===== config.mk =====
export PLATFORM = sky130hd
export DESIGN_NAME = dlx_core
export DESIGN_NICKNAME = d
export VERILOG_FILES = /design/src/hw/dlx_pkg.sv /design/src/hw/stage_reg.sv /design/src/hw/fetch_unit.sv /design/src/hw/register_file.sv /design/src/hw/decode_unit.sv /design/src/hw/execute_unit.sv /design/src/hw/hazard_unit.sv /design/src/hw/dlx_core.sv
export SDC_FILE = /design/constraint.sdc
export NUM_CORES = 2
export LEC_CHECK = 0
export ABC_AREA = 1
export BUFFER_PORTS_ARGS = -buffer_cell sky130_fd_sc_hd__clkbuf_2
export CELL_PAD_IN_SITES_DETAIL_PLACEMENT = 2
export CELL_PAD_IN_SITES_GLOBAL_PLACEMENT = 2
export CORE_ASPECT_RATIO = 0.5
export CORE_UTILIZATION = 41
export CTS_CLUSTER_DIAMETER = 200
export DETAILED_ROUTE_END_ITERATION = 8
export GPL_ROUTABILITY_DRIVEN = 0
export PLACE_DENSITY = 0.9
export SLEW_MARGIN = 20
export SYNTH_ARGS = -nofsm -noshare
export SYNTH_HDL_FRONTEND = slang
export SYNTH_SLANG_ARGS = --single-unit

===== constraint.sdc =====
create_clock -name clk -period 10.95 [get_ports clk]
set_clock_uncertainty 0.1 [all_clocks]
set_input_delay 1.095 -clock clk [delete_from_list [all_inputs] [get_ports clk]]
set_output_delay 1.095 -clock clk [all_outputs]
set_load 0.01 [all_outputs]

===== src/hw/dlx_pkg.sv =====
package dlx_pkg;

    // basic data types
    typedef logic [31:0] word_t;
    typedef logic [4:0]  reg_idx_t;

    // primary opcodes, R-type has its own
    typedef enum logic [5:0] {
        OP_RTYPE = 6'h00,
        OP_J     = 6'h02,
        OP_BEQZ  = 6'h04,
        OP_BNEZ  = 6'h05,
        OP_ADDI  = 6'h08,
        OP_ANDI  = 6'h0c,
        OP_ORI   = 6'h0d,
        OP_LW    = 6'h23,
        OP_SW    = 6'h2b
    } opcode_t;

    // R-type function codes
    typedef enum logic [5:0] {
        FN_ADD = 6'h20,
        FN_SUB = 6'h22,
        FN_AND = 6'h24,
        FN_OR  = 6'h25,
        FN_XOR = 6'h26,
        FN_SLT = 6'h2a
    } func_t;

    // add is zero so a bubble decodes as a harmless add
    typedef enum logic [2:0] {
        ALU_ADD,
        ALU_SUB,
        ALU_AND,
        ALU_OR,
        ALU_XOR,
        ALU_SLT
    } alu_op_t;

    // field positions, msb first: opcode, rs1, rs2, then rd or immediate
    localparam int OPC_LSB  = 26;
    localparam int OPC_W    = 6;
    localparam int RS1_LSB  = 21;
    localparam int RS2_LSB  = 16;
    localparam int RD_LSB   = 11;
    localparam int REG_W    = 5;
    localparam int FUNC_LSB = 0;
    localparam int FUNC_W   = 6;
    localparam int IMM_W    = 16;
    localparam int OFF_W    = 26;

    typedef struct packed {
        word_t next_pc;
        word_t instr;
    } if_id_t;

    typedef struct packed {
        word_t    next_pc;
        word_t    op_a;
        word_t    op_b;
        word_t    store_data;
        word_t    imm;
        word_t    offset;
        reg_idx_t dest;
        reg_idx_t rs1;
        reg_idx_t rs2;
        logic     reg_write;
        logic     mem_to_reg;
        logic     mem_write;
        logic     use_imm;
        logic     branch;
        logic     branch_zero;
        logic     jump;
        alu_op_t  alu_op;
    } id_ex_t;

    typedef struct packed {
        word_t    alu_result;
        word_t    store_data;
        word_t    leap_addr;
        logic     leap;
        reg_idx_t dest;
        reg_idx_t rs2;
        logic     reg_write;
        logic     mem_to_reg;
        logic     mem_write;
    } ex_mem_t;

    typedef struct packed {
        word_t    alu_result;
        word_t    load_data;
        reg_idx_t dest;
        logic     reg_write;
        logic     mem_to_reg;
    } mem_wb_t;

endpackage


===== src/hw/stage_reg.sv =====
`timescale 1ns/1ps

module stage_reg #(
    parameter type payload_t = logic
) (
    input  logic     clk,
    input  logic     arst_n,
    input  logic     hold,
    input  logic     flush,
    input  payload_t d,
    output payload_t q
);

    // all-zero payload is the bubble, every control flag inactive
    // flush beats hold
    always_ff @(posedge clk or negedge arst_n) begin
        if (!arst_n) begin
            q <= '0;
        end else if (flush) begin
            q <= '0;
        end else if (!hold) begin
            q <= d;
        end
    end

endmodule


===== src/hw/fetch_unit.sv =====
`timescale 1ns/1ps

module fetch_unit #(
    parameter dlx_pkg::word_t RESET_PC = '0
) (
    input  logic           clk,
    input  logic           arst_n,
    input  logic           stall,
    input  logic           leap,
    input  dlx_pkg::word_t leap_addr,
    output dlx_pkg::word_t fetch_addr,
    output dlx_pkg::word_t next_pc
);
    import dlx_pkg::*;

    word_t pc;

    // leap target goes straight to imem, no wait for the pc
    assign fetch_addr = leap ? leap_addr : pc;
    assign next_pc    = fetch_addr + 32'd4;

    // stalled pc refetches the same word next cycle
    always_ff @(posedge clk or negedge arst_n) begin
        if (!arst_n) begin
            pc <= RESET_PC;
        end else if (!stall) begin
            pc <= next_pc;
        end
    end

endmodule


===== src/hw/register_file.sv =====
`timescale 1ns/1ps

module register_file (
    input  logic              clk,
    input  logic              arst_n,
    input  dlx_pkg::reg_idx_t rs1,
    input  dlx_pkg::reg_idx_t rs2,
    input  dlx_pkg::reg_idx_t rd,
    input  logic              we,
    input  dlx_pkg::word_t    wdata,
    output dlx_pkg::word_t    rs1_val,
    output dlx_pkg::word_t    rs2_val
);
    import dlx_pkg::*;

    word_t regs [32];
    logic  wr_live;

    // r0 never written
    assign wr_live = we && (rd != '0);

    always_ff @(posedge clk or negedge arst_n) begin
        if (!arst_n) begin
            for (int i = 0; i < 32; i++) begin
                regs[i] <= '0;
            end
        end else if (wr_live) begin
            regs[rd] <= wdata;
        end
    end

    // write-through, decode sees the write-back value in the same cycle
    assign rs1_val = (wr_live && rd == rs1) ? wdata : regs[rs1];
    assign rs2_val = (wr_live && rd == rs2) ? wdata : regs[rs2];

endmodule


===== src/hw/decode_unit.sv =====
`timescale 1ns/1ps

module decode_unit (
    input  dlx_pkg::word_t    instr,
    input  dlx_pkg::word_t    next_pc,
    input  dlx_pkg::word_t    rs1_val,
    input  dlx_pkg::word_t    rs2_val,
    output dlx_pkg::reg_idx_t rs1,
    output dlx_pkg::reg_idx_t rs2,
    output dlx_pkg::id_ex_t   entry
);
    import dlx_pkg::*;

    opcode_t          opcode;
    func_t            func;
    reg_idx_t         rd;
    logic [IMM_W-1:0] imm16;
    logic [OFF_W-1:0] off26;
    word_t            sext16;
    word_t            zext16;
    word_t            sext26;
    logic             legal;
    logic             reads_rs1;
    logic             reads_rs2;
    id_ex_t           ctl;

    // raw fields
    assign opcode = opcode_t'(instr[OPC_LSB +: OPC_W]);
    assign func   = func_t'(instr[FUNC_LSB +: FUNC_W]);
    assign rs1    = instr[RS1_LSB +: REG_W];
    assign rs2    = instr[RS2_LSB +: REG_W];
    assign rd     = instr[RD_LSB +: REG_W];
    assign imm16  = instr[IMM_W-1:0];
    assign off26  = instr[OFF_W-1:0];

    assign sext16 = {{(32-IMM_W){imm16[IMM_W-1]}}, imm16};
    assign zext16 = {{(32-IMM_W){1'b0}}, imm16};
    assign sext26 = {{(32-OFF_W){off26[OFF_W-1]}}, off26};

    always_comb begin
        ctl       = '0;
        legal     = 1'b1;
        reads_rs1 = 1'b1;
        reads_rs2 = 1'b0;
        case (opcode)
            OP_RTYPE: begin
                reads_rs2     = 1'b1;
                ctl.reg_write = 1'b1;
                ctl.dest      = rd;
                case (func)
                    FN_ADD:  ctl.alu_op = ALU_ADD;
                    FN_SUB:  ctl.alu_op = ALU_SUB;
                    FN_AND:  ctl.alu_op = ALU_AND;
                    FN_OR:   ctl.alu_op = ALU_OR;
                    FN_XOR:  ctl.alu_op = ALU_XOR;
                    FN_SLT:  ctl.alu_op = ALU_SLT;
                    default: legal = 1'b0;
                endcase
            end
            // immediates and loads write the rs2 field
            OP_ADDI, OP_ANDI, OP_ORI, OP_LW: begin
                ctl.use_imm    = 1'b1;
                ctl.reg_write  = 1'b1;
                ctl.dest       = rs2;
                ctl.mem_to_reg = (opcode == OP_LW);
                ctl.imm        = (opcode == OP_ANDI || opcode == OP_ORI) ? zext16 : sext16;
                ctl.alu_op     = (opcode == OP_ANDI) ? ALU_AND :
                                 (opcode == OP_ORI)  ? ALU_OR  : ALU_ADD;
            end
            // address from rs1 + imm, data from rs2
            OP_SW: begin
                reads_rs2     = 1'b1;
                ctl.use_imm   = 1'b1;
                ctl.mem_write = 1'b1;
                ctl.imm       = sext16;
            end
            OP_BEQZ, OP_BNEZ: begin
                ctl.branch      = 1'b1;
                ctl.branch_zero = (opcode == OP_BEQZ);
                ctl.offset      = sext16;
            end
            OP_J: begin
                reads_rs1 = 1'b0;
                ctl.jump   = 1'b1;
                ctl.offset = sext26;
            end
            default: legal = 1'b0;
        endcase

        ctl.next_pc = next_pc;
        ctl.op_a    = rs1_val;
        // rs2 rides in op_b for alu ops, in store_data for stores
        ctl.op_b       = ctl.use_imm ? '0 : rs2_val;
        ctl.store_data = ctl.mem_write ? rs2_val : '0;
        // unread operands become r0 so nothing forwards into them
        ctl.rs1 = reads_rs1 ? rs1 : '0;
        ctl.rs2 = reads_rs2 ? rs2 : '0;
    end

    // unknown encodings go down the pipe as bubbles
    assign entry = legal ? ctl : '0;

endmodule


===== src/hw/execute_unit.sv =====
`timescale 1ns/1ps

module execute_unit (
    input  dlx_pkg::id_ex_t  entry,
    input  dlx_pkg::word_t   op_a,
    input  dlx_pkg::word_t   op_b,
    output dlx_pkg::ex_mem_t result
);
    import dlx_pkg::*;

    word_t alu_b;
    word_t alu_out;
    logic  a_is_zero;
    logic  taken;

    assign alu_b = entry.use_imm ? entry.imm : op_b;

    always_comb begin
        case (entry.alu_op)
            ALU_ADD: alu_out = op_a + alu_b;
            ALU_SUB: alu_out = op_a - alu_b;
            ALU_AND: alu_out = op_a & alu_b;
            ALU_OR:  alu_out = op_a | alu_b;
            ALU_XOR: alu_out = op_a ^ alu_b;
            // signed compare, 1 or 0
            ALU_SLT: alu_out = {31'b0, $signed(op_a) < $signed(alu_b)};
            default: alu_out = '0;
        endcase
    end

    // beqz / bnez test operand a only
    assign a_is_zero = (op_a == '0);
    assign taken     = entry.jump ||
                       (entry.branch && (entry.branch_zero ? a_is_zero : !a_is_zero));

    // leap is only acted on once it sits in ex/mem
    assign result.alu_result = alu_out;
    assign result.store_data = op_b;
    assign result.leap_addr  = entry.next_pc + entry.offset;
    assign result.leap       = taken;
    assign result.dest       = entry.dest;
    assign result.rs2        = entry.rs2;
    assign result.reg_write  = entry.reg_write;
    assign result.mem_to_reg = entry.mem_to_reg;
    assign result.mem_write  = entry.mem_write;

endmodule


===== src/hw/hazard_unit.sv =====
`timescale 1ns/1ps

module hazard_unit (
    input  dlx_pkg::id_ex_t  id_entry,
    input  dlx_pkg::id_ex_t  ex_entry,
    input  dlx_pkg::ex_mem_t mem_entry,
    input  dlx_pkg::mem_wb_t wb_entry,
    input  dlx_pkg::word_t   wb_value,
    input  dlx_pkg::word_t   fetched_instr,
    output dlx_pkg::word_t   op_a,
    output dlx_pkg::word_t   op_b,
    output dlx_pkg::word_t   store_data,
    output logic             stall
);
    import dlx_pkg::*;

    logic     mem_can_fwd;
    logic     wb_can_fwd;
    word_t    rs2_base;
    reg_idx_t if_rs1;
    reg_idx_t if_rs2;

    ////////////////////////////////////////////////////////////////////////////
    // forwarding into execute
    ////////////////////////////////////////////////////////////////////////////

    // load data is not ready in mem, the stall covers that case
    assign mem_can_fwd = mem_entry.reg_write && !mem_entry.mem_to_reg &&
                         (mem_entry.dest != '0);
    assign wb_can_fwd  = wb_entry.reg_write && (wb_entry.dest != '0);

    // rs2 value carried by the entry, store or alu op
    assign rs2_base = ex_entry.mem_write ? ex_entry.store_data : ex_entry.op_b;

    // mem stage is younger, checked first
    assign op_a = (mem_can_fwd && mem_entry.dest == ex_entry.rs1) ? mem_entry.alu_result :
                  (wb_can_fwd && wb_entry.dest == ex_entry.rs1)   ? wb_value :
                                                                    ex_entry.op_a;
    assign op_b = (mem_can_fwd && mem_entry.dest == ex_entry.rs2) ? mem_entry.alu_result :
                  (wb_can_fwd && wb_entry.dest == ex_entry.rs2)   ? wb_value :
                                                                    rs2_base;

    ////////////////////////////////////////////////////////////////////////////
    // store data in the memory stage
    ////////////////////////////////////////////////////////////////////////////

    assign store_data = (mem_entry.mem_write && wb_can_fwd &&
                         wb_entry.dest == mem_entry.rs2) ? wb_value : mem_entry.store_data;

    ////////////////////////////////////////////////////////////////////////////
    // load-use
    ////////////////////////////////////////////////////////////////////////////

    // load sitting in decode, consumer coming out of imem
    assign if_rs1 = fetched_instr[RS1_LSB +: REG_W];
    assign if_rs2 = fetched_instr[RS2_LSB +: REG_W];

    assign stall = id_entry.mem_to_reg && (id_entry.dest != '0) &&
                   (id_entry.dest == if_rs1 || id_entry.dest == if_rs2);

endmodule


===== src/hw/dlx_core.sv =====
`timescale 1ns/1ps

module dlx_core #(
    parameter dlx_pkg::word_t RESET_PC = '0
) (
    input  logic           clk,
    input  logic           arst_n,
    output dlx_pkg::word_t imem_addr,
    input  dlx_pkg::word_t imem_instr,
    output dlx_pkg::word_t dmem_addr,
    output dlx_pkg::word_t dmem_wdata,
    output logic           dmem_we,
    input  dlx_pkg::word_t dmem_rdata
);
    import dlx_pkg::*;

    if_id_t   if_id_d, if_id_q;
    id_ex_t   id_ex_d, id_ex_q;
    ex_mem_t  ex_mem_d, ex_mem_q;
    mem_wb_t  mem_wb_d, mem_wb_q;
    word_t    next_pc;
    reg_idx_t rs1, rs2;
    word_t    rs1_val, rs2_val;
    word_t    op_a, op_b, store_data;
    word_t    wb_value;
    logic     load_stall, stall, leap;

    ////////////////////////////////////////////////////////////////////////////
    // fetch
    ////////////////////////////////////////////////////////////////////////////

    // leap decided in ex, acted on from ex/mem
    assign leap = ex_mem_q.leap;
    // a leap flushes the load that caused the stall
    assign stall = load_stall && !leap;

    fetch_unit #(.RESET_PC(RESET_PC)) u_fetch (
        .clk(clk), .arst_n(arst_n), .stall(stall), .leap(leap),
        .leap_addr(ex_mem_q.leap_addr), .fetch_addr(imem_addr), .next_pc(next_pc)
    );

    assign if_id_d.next_pc = next_pc;
    assign if_id_d.instr   = imem_instr;

    // leap target is fetched in the leap cycle, so if/id keeps it
    // stall drops the fetched word, pc refetches it
    stage_reg #(.payload_t(if_id_t)) u_if_id (
        .clk(clk), .arst_n(arst_n), .hold(1'b0), .flush(stall), .d(if_id_d), .q(if_id_q)
    );

    ////////////////////////////////////////////////////////////////////////////
    // decode and execute
    ////////////////////////////////////////////////////////////////////////////

    decode_unit u_decode (
        .instr(if_id_q.instr), .next_pc(if_id_q.next_pc), .rs1_val(rs1_val),
        .rs2_val(rs2_val), .rs1(rs1), .rs2(rs2), .entry(id_ex_d)
    );

    // write port straight from write-back
    register_file u_regs (
        .clk(clk), .arst_n(arst_n), .rs1(rs1), .rs2(rs2), .rd(mem_wb_q.dest),
        .we(mem_wb_q.reg_write), .wdata(wb_value), .rs1_val(rs1_val), .rs2_val(rs2_val)
    );

    // two younger instructions squashed on a leap
    stage_reg #(.payload_t(id_ex_t)) u_id_ex (
        .clk(clk), .arst_n(arst_n), .hold(1'b0), .flush(leap), .d(id_ex_d), .q(id_ex_q)
    );

    execute_unit u_execute (.entry(id_ex_q), .op_a(op_a), .op_b(op_b), .result(ex_mem_d));

    stage_reg #(.payload_t(ex_mem_t)) u_ex_mem (
        .clk(clk), .arst_n(arst_n), .hold(1'b0), .flush(leap), .d(ex_mem_d), .q(ex_mem_q)
    );

    hazard_unit u_hazard (
        .id_entry(id_ex_d), .ex_entry(id_ex_q), .mem_entry(ex_mem_q), .wb_entry(mem_wb_q),
        .wb_value(wb_value), .fetched_instr(imem_instr), .op_a(op_a), .op_b(op_b),
        .store_data(store_data), .stall(load_stall)
    );

    ////////////////////////////////////////////////////////////////////////////
    // memory and write-back
    ////////////////////////////////////////////////////////////////////////////

    // dmem answers within the cycle, store lands on the edge
    assign dmem_addr  = ex_mem_q.alu_result;
    assign dmem_wdata = store_data;
    assign dmem_we    = ex_mem_q.mem_write;

    assign mem_wb_d.alu_result = ex_mem_q.alu_result;
    assign mem_wb_d.load_data  = dmem_rdata;
    assign mem_wb_d.dest       = ex_mem_q.dest;
    assign mem_wb_d.reg_write  = ex_mem_q.reg_write;
    assign mem_wb_d.mem_to_reg = ex_mem_q.mem_to_reg;

    // leaping instruction itself retires normally
    stage_reg #(.payload_t(mem_wb_t)) u_mem_wb (
        .clk(clk), .arst_n(arst_n), .hold(1'b0), .flush(1'b0), .d(mem_wb_d), .q(mem_wb_q)
    );

    // load data or alu result
    assign wb_value = mem_wb_q.mem_to_reg ? mem_wb_q.load_data : mem_wb_q.alu_result;

endmodule


==> results of run 1 <==
## kinds of logic after synthesis
logic type / synth area share (%)
AO/OA/AOI/OAI: 24.3
AND/OR/NAND/NOR: 17.8
buffers and inverters: 9.12
flip-flops: 45.8
adder cells (fa/ha/maj): 2.14
XOR/XNOR: 0.836
## per-layer routing
layer  GRT usage, %  overflow
met1           82.9        72
met2           92.4       365
met3           79.3        84
met4           79.5       285
met5           66.5        13
## per-stage QoR
| stage | cell area [sq um] | worst slack, ns | cells |
|---|---|---|---|
| floorplan | 81700 | 7.05 | 10900 |
| global placement | 83900 | 5.31 | 12900 |
| detailed placement | 83900 | 5.05 | 12900 |
| CTS | 89200 | 4.53 | 13200 |
==> summary.md, run 1 <==
| Metric | Value |
|---|---|
| GRT Util Overall | `83.9%` |
| Die Height | `318 um` |
| Hold Buf Count CTS | `0` |
| Initial antenna violation count | `113` |
| Post-DP HPWL | `274000 um` |
| Yosys warns | `0` |
| # rows | `115` |
| CTS Root Buffer Type | `clkbuf_16` |
| Status | `did not finish` |
| Area leader, netlist | `dfrtp_1` |
| TritonCTS buffer count | `159` |
| H-tree levels | `4` |
| Largest net degree at the start of global routing | `158` |
| Top-count cell post-synth | `o21ai_0` |
| CTS resizes | `0` |
| Sequential-to-total area share from yosys stat | `45.8%` |
| Num ports | `163` |
| # clock sinks | `1497` |
| Synth Cell Area | `81700 sq um` |
| Setup Fix Bufs, Post-CTS | `0` |
| Port buffer count | `162` |
| EDFF count, synth | `0` |
| Yosys cell types | `62` |
| Starting density of the core | `41.4%` |
| Grt ovf | `819` |
| Synthesized area per cell | `7.52 sq um` |
| Maximum buffer depth of the clock tree | `4` |
| Top cells by area, synth | `dfrtp_1 46%, o21ai_0 13%, nand2_1 7.8%, a21oi_1 6.8%, nor2_1 5.0%` |
| Top cells by count, synth | `2102 x o21ai_0, 1690 x nand2_1, 1497 x dfrtp_1` |
| Error | `[ERROR GRT-0232] Routing congestion too high. Check the congestion heatmap in the GUI.` |
| Synth top area share | `45.8%` |
| FFs w/ async S/R, synth | `100%` |
| Register bit count reported by yosys | `1497` |
| Post-Syn Nets | `11100` |
| Main synth FF type | `dfrtp_1` |
| Die X | `633 um` |
| Stopped at | `5_1_grt` |
| Cells after Synth | `10900` |
==> inputs of run 2 (changes only) <==
--- a/config.mk
+++ b/config.mk
@@ -7,14 +7,10 @@
 export LEC_CHECK = 0
 export ABC_AREA = 1
 export BUFFER_PORTS_ARGS = -buffer_cell sky130_fd_sc_hd__clkbuf_2
-export CELL_PAD_IN_SITES_DETAIL_PLACEMENT = 2
-export CELL_PAD_IN_SITES_GLOBAL_PLACEMENT = 2
-export CORE_ASPECT_RATIO = 0.5
-export CORE_UTILIZATION = 41
-export CTS_CLUSTER_DIAMETER = 200
+export CORE_UTILIZATION = 35
 export DETAILED_ROUTE_END_ITERATION = 8
 export GPL_ROUTABILITY_DRIVEN = 0
-export PLACE_DENSITY = 0.9
+export PLACE_DENSITY_LB_ADDON = 0.15
 export SLEW_MARGIN = 20
 export SYNTH_ARGS = -nofsm -noshare
 export SYNTH_HDL_FRONTEND = slang
==> run 2 against run 1 <==
The flow now finishes, with violations (design-rule violations). Synthesized cell count is the same. Area after synthesis is the same.
==> summary.md, run 2 <==
| Metric | Value |
|---|---|
| Status | `finished with violations` |
| Failing checks | `design-rule violations` |
| Largest registers | `u_regs.regs: 1024 flops, u_id_ex.q: 196 flops, u_ex_mem.q: 110 flops` |
| Internal Power | `9.97 mW` |
| Min Clock Period, post-route | `6.10 ns` |
| # fillers | `23900` |
| Maximum buffer depth of the clock tree | `3` |
| Hold Path Class | `primary input to asynchronous set/reset pin` |
| Port buffer count | `162` |
| Top-count cell post-synth | `o21ai_0` |
| First-pass GRT wire length | `525000 um` |
| Drc violations | `4` |
| Worst setup SP type | `register` |
| Hold Buf Count CTS | `0` |
| Pre-CTS setup slack | `5.22 ns` |
| FF+latch area | `37500 sq um` |
| Final std cells w/o fill | `13600` |
| Vias in the first global route | `75800` |
| Vias | `79000` |
| Clk_lat worst skew | `0.88 ns` |
| Num ports | `163` |
| Cells after Synth | `10900` |
| Die Height | `485 um` |
| CTS Root Buffer Type | `clkbuf_16` |
| # clock sinks | `1497` |
| Clock transition at path regs | `0.06 ns` |
| # rows | `177` |
| Yosys cell types | `62` |
| Layout cells sized above 1 | `7.34%` |
| CP endpoint kind | `register` |
| Count of final hold-check violations | `0` |
| Nets | `10600` |
| Psw | `4.26 mW` |
| Most frequent cells in the layout | `2100 x o21ai_0, 1673 x nand2_1, 1486 x dfrtp_1` |
| Vias/cell | `5.80` |
| Starting density of the core | `35.2%` |
| Crit Path Max Fanout | `36` |
| Setup Fix Bufs, Post-CTS | `0` |
| Critical path type | `register to register` |
| Crit share post-route | `55.7%` |
| Slew headroom | `16.0%` |
| Area leader, netlist | `dfrtp_1` |
| Multi-input gate area | `37100 sq um` |
| Final wirelength | `360000 um` |
| Slew Limit Fails | `0` |
| Largest net degree at the start of global routing | `153` |
| Placed Cells incl. Taps | `13300` |
| Synth top area share | `45.8%` |
| Sequential-to-total area share from yosys stat | `45.8%` |
| Final ANT Viol Nets | `0` |
| Core Footprint | `232000 sq um` |
| Final setup vio count | `0` |
| Commonest non-fill, non-tap cell in the layout | `o21ai_0` |
| Largest register by flop count | `u_regs.regs` |
| Fmax | `164 MHz` |
| Critical path required time | `11.54 ns` |
| EDFF count, synth | `0` |
| RSZ-0062 raised after global routing | `no` |
| P per Cell Area | `157 nW/um^2` |
| Yosys warns | `0` |
| Die X | `485 um` |
| Post-Syn Nets | `11100` |
| Routed len/inst | `26.4 um` |
| Top cells by area, synth | `dfrtp_1 46%, o21ai_0 13%, nand2_1 7.8%, a21oi_1 6.8%, nor2_1 5.0%` |
| Clock share of power | `45.2%` |
| Synthesized area per cell | `7.52 sq um` |
| TritonCTS buffer count | `175` |
| Register bit count reported by yosys | `1497` |
| Max-Cap Viols | `0` |
| FFs w/ async S/R, synth | `100%` |
| Pre-antenna DRT Iters | `9` |
| Part of the power in registers | `41.1%` |
| Die area | `235000 sq um` |
| Top cells by count, synth | `2102 x o21ai_0, 1690 x nand2_1, 1497 x dfrtp_1` |
| Max reg flops | `1024` |
| Fin worst setup slack | `4.85 ns` |
| Worst-margin pin slew | `1.26 ns` |
| H-tree levels | `4` |
| Synth Cell Area | `81700 sq um` |
| Post-DP HPWL | `212000 um` |
| Sw frac | `30.0%` |
| Layout area overhead | `11.0%` |
| Main synth FF type | `dfrtp_1` |
| Worst VDD drop | `161 uV` |
| Grt ovf | `0` |
| TNS Setup | `0 ns` |
| TritonCTS clock tree | `done` |
| Data arrival, critical path | `6.69 ns` |
| Initial antenna violation count | `13` |
| Iter 0 DRT Violations | `10500` |
| GRT Util Overall | `29.9%` |
| Leakage | `41.2 nW` |
| Gate power share | `13.7%` |
| CTS resizes | `0` |
==> run 2: cell counts after synthesis <==
No cell type changed its count.
==> run 2: final timing paths <==
kind                                               start                            end  slack (ns)  cells past startpoint
max reg2reg                      u_mem_wb.q[6]$_DFF_PN0_      u_ex_mem.q[104]$_DFF_PN0_        4.85                     26
min in group clk                          dmem_rdata[13]       u_mem_wb.q[20]$_DFF_PN0_        0.23                      1
max in group asynchronous                         arst_n       u_id_ex.q[140]$_DFF_PN0_        8.23                      3
max                              u_mem_wb.q[6]$_DFF_PN0_      u_ex_mem.q[104]$_DFF_PN0_        4.85                     26
min reg2reg                u_regs.regs[1020]$_DFFE_PN0P_  u_regs.regs[1020]$_DFFE_PN0P_        0.29                      0
min                                               arst_n    u_regs.regs[98]$_DFFE_PN0P_        0.13                      1
==> run 2: final cells by class <==
type / instances / share of cell area [%]
flip-flops and latches: 1497 / 41.4
well taps: 3043 / 4.20
clock inverters: 62 / 1.18
repair buffers: 318 / 2.45
inverters: 974 / 4.09
diodes: 6 / 0.0166
clock buffers: 260 / 5.80
multi-input cells: 7454 / 40.9
==> run 2: logic make-up after synthesis <==
kind of cell / Yosys count / synth area share [%]
AO/OA/AOI/OAI: 3700 / 24.3
XOR/XNOR: 78 / 0.836
adder cells (fa/ha/maj): 138 / 2.14
buffers and inverters: 1919 / 9.12
flip-flops: 1497 / 45.8
AND/OR/NAND/NOR: 3538 / 17.8
==> run 2: stage by stage <==
step | util, % | area (sq um) | power, mW | hold WS [ns]
floorplan | - | 81700 | 7.02 | 0.254
global placement | 36.3 | 84300 | 7.86 | 0.281
detailed placement | 36.3 | 84300 | 7.86 | 0.285
CTS | 39.0 | 90700 | 14.3 | 0.145
global route | 39.0 | 90700 | 14.7 | 0.179
finish | 39.0 | 90700 | 14.2 | 0.131
==> run 2: power groups by stage <==
stage,clock (mW),sequential [mW],combinational (mW)
4_1_cts,6.52,5.85,1.93
6_report,6.44,5.85,1.95
3_5_place_dp,0,5.95,1.92
5_1_grt,6.74,5.86,2.12
3_3_place_gp,0,5.95,1.91
2_1_floorplan,0,5.85,1.16
==> run 2: critical path: stages (launching register included) <==
cell,delay (ns)
dfrtp_1,0.61
nor2_1,0.11
nand3_1,0.10
nand2_1,0.08
inv_2,0.05
buf_4,0.52
nand3_2,1.07
nand2_1,0.31
nand3_1,0.23
o21ai_1,0.37
inv_1,0.16
ha_1,0.43
nand2_1,0.15
nor3_1,0.20
nand2_1,0.08
o21ai_1,0.31
nand3_1,0.16
nand2_1,0.12
nand2_1,0.06
nand2_1,0.14
nand2_1,0.11
nand2_1,0.07
nand2_1,0.04
nand3_1,0.08
nand2_1,0.06
nor2_1,0.08
nor2_1,0.04
==> run 2: metal layers <==
metal / global-route usage [%] / wire (um) / share of wire, %
met2: 45.9 / 158000 / 44
met4: 16.1 / 21400 / 6.0
met1: 40.1 / 149000 / 41
met3: 5.10 / 31900 / 8.8
met5: 0 / 14 / 0.0039
Note: power is estimated with default switching activity, not from simulation.
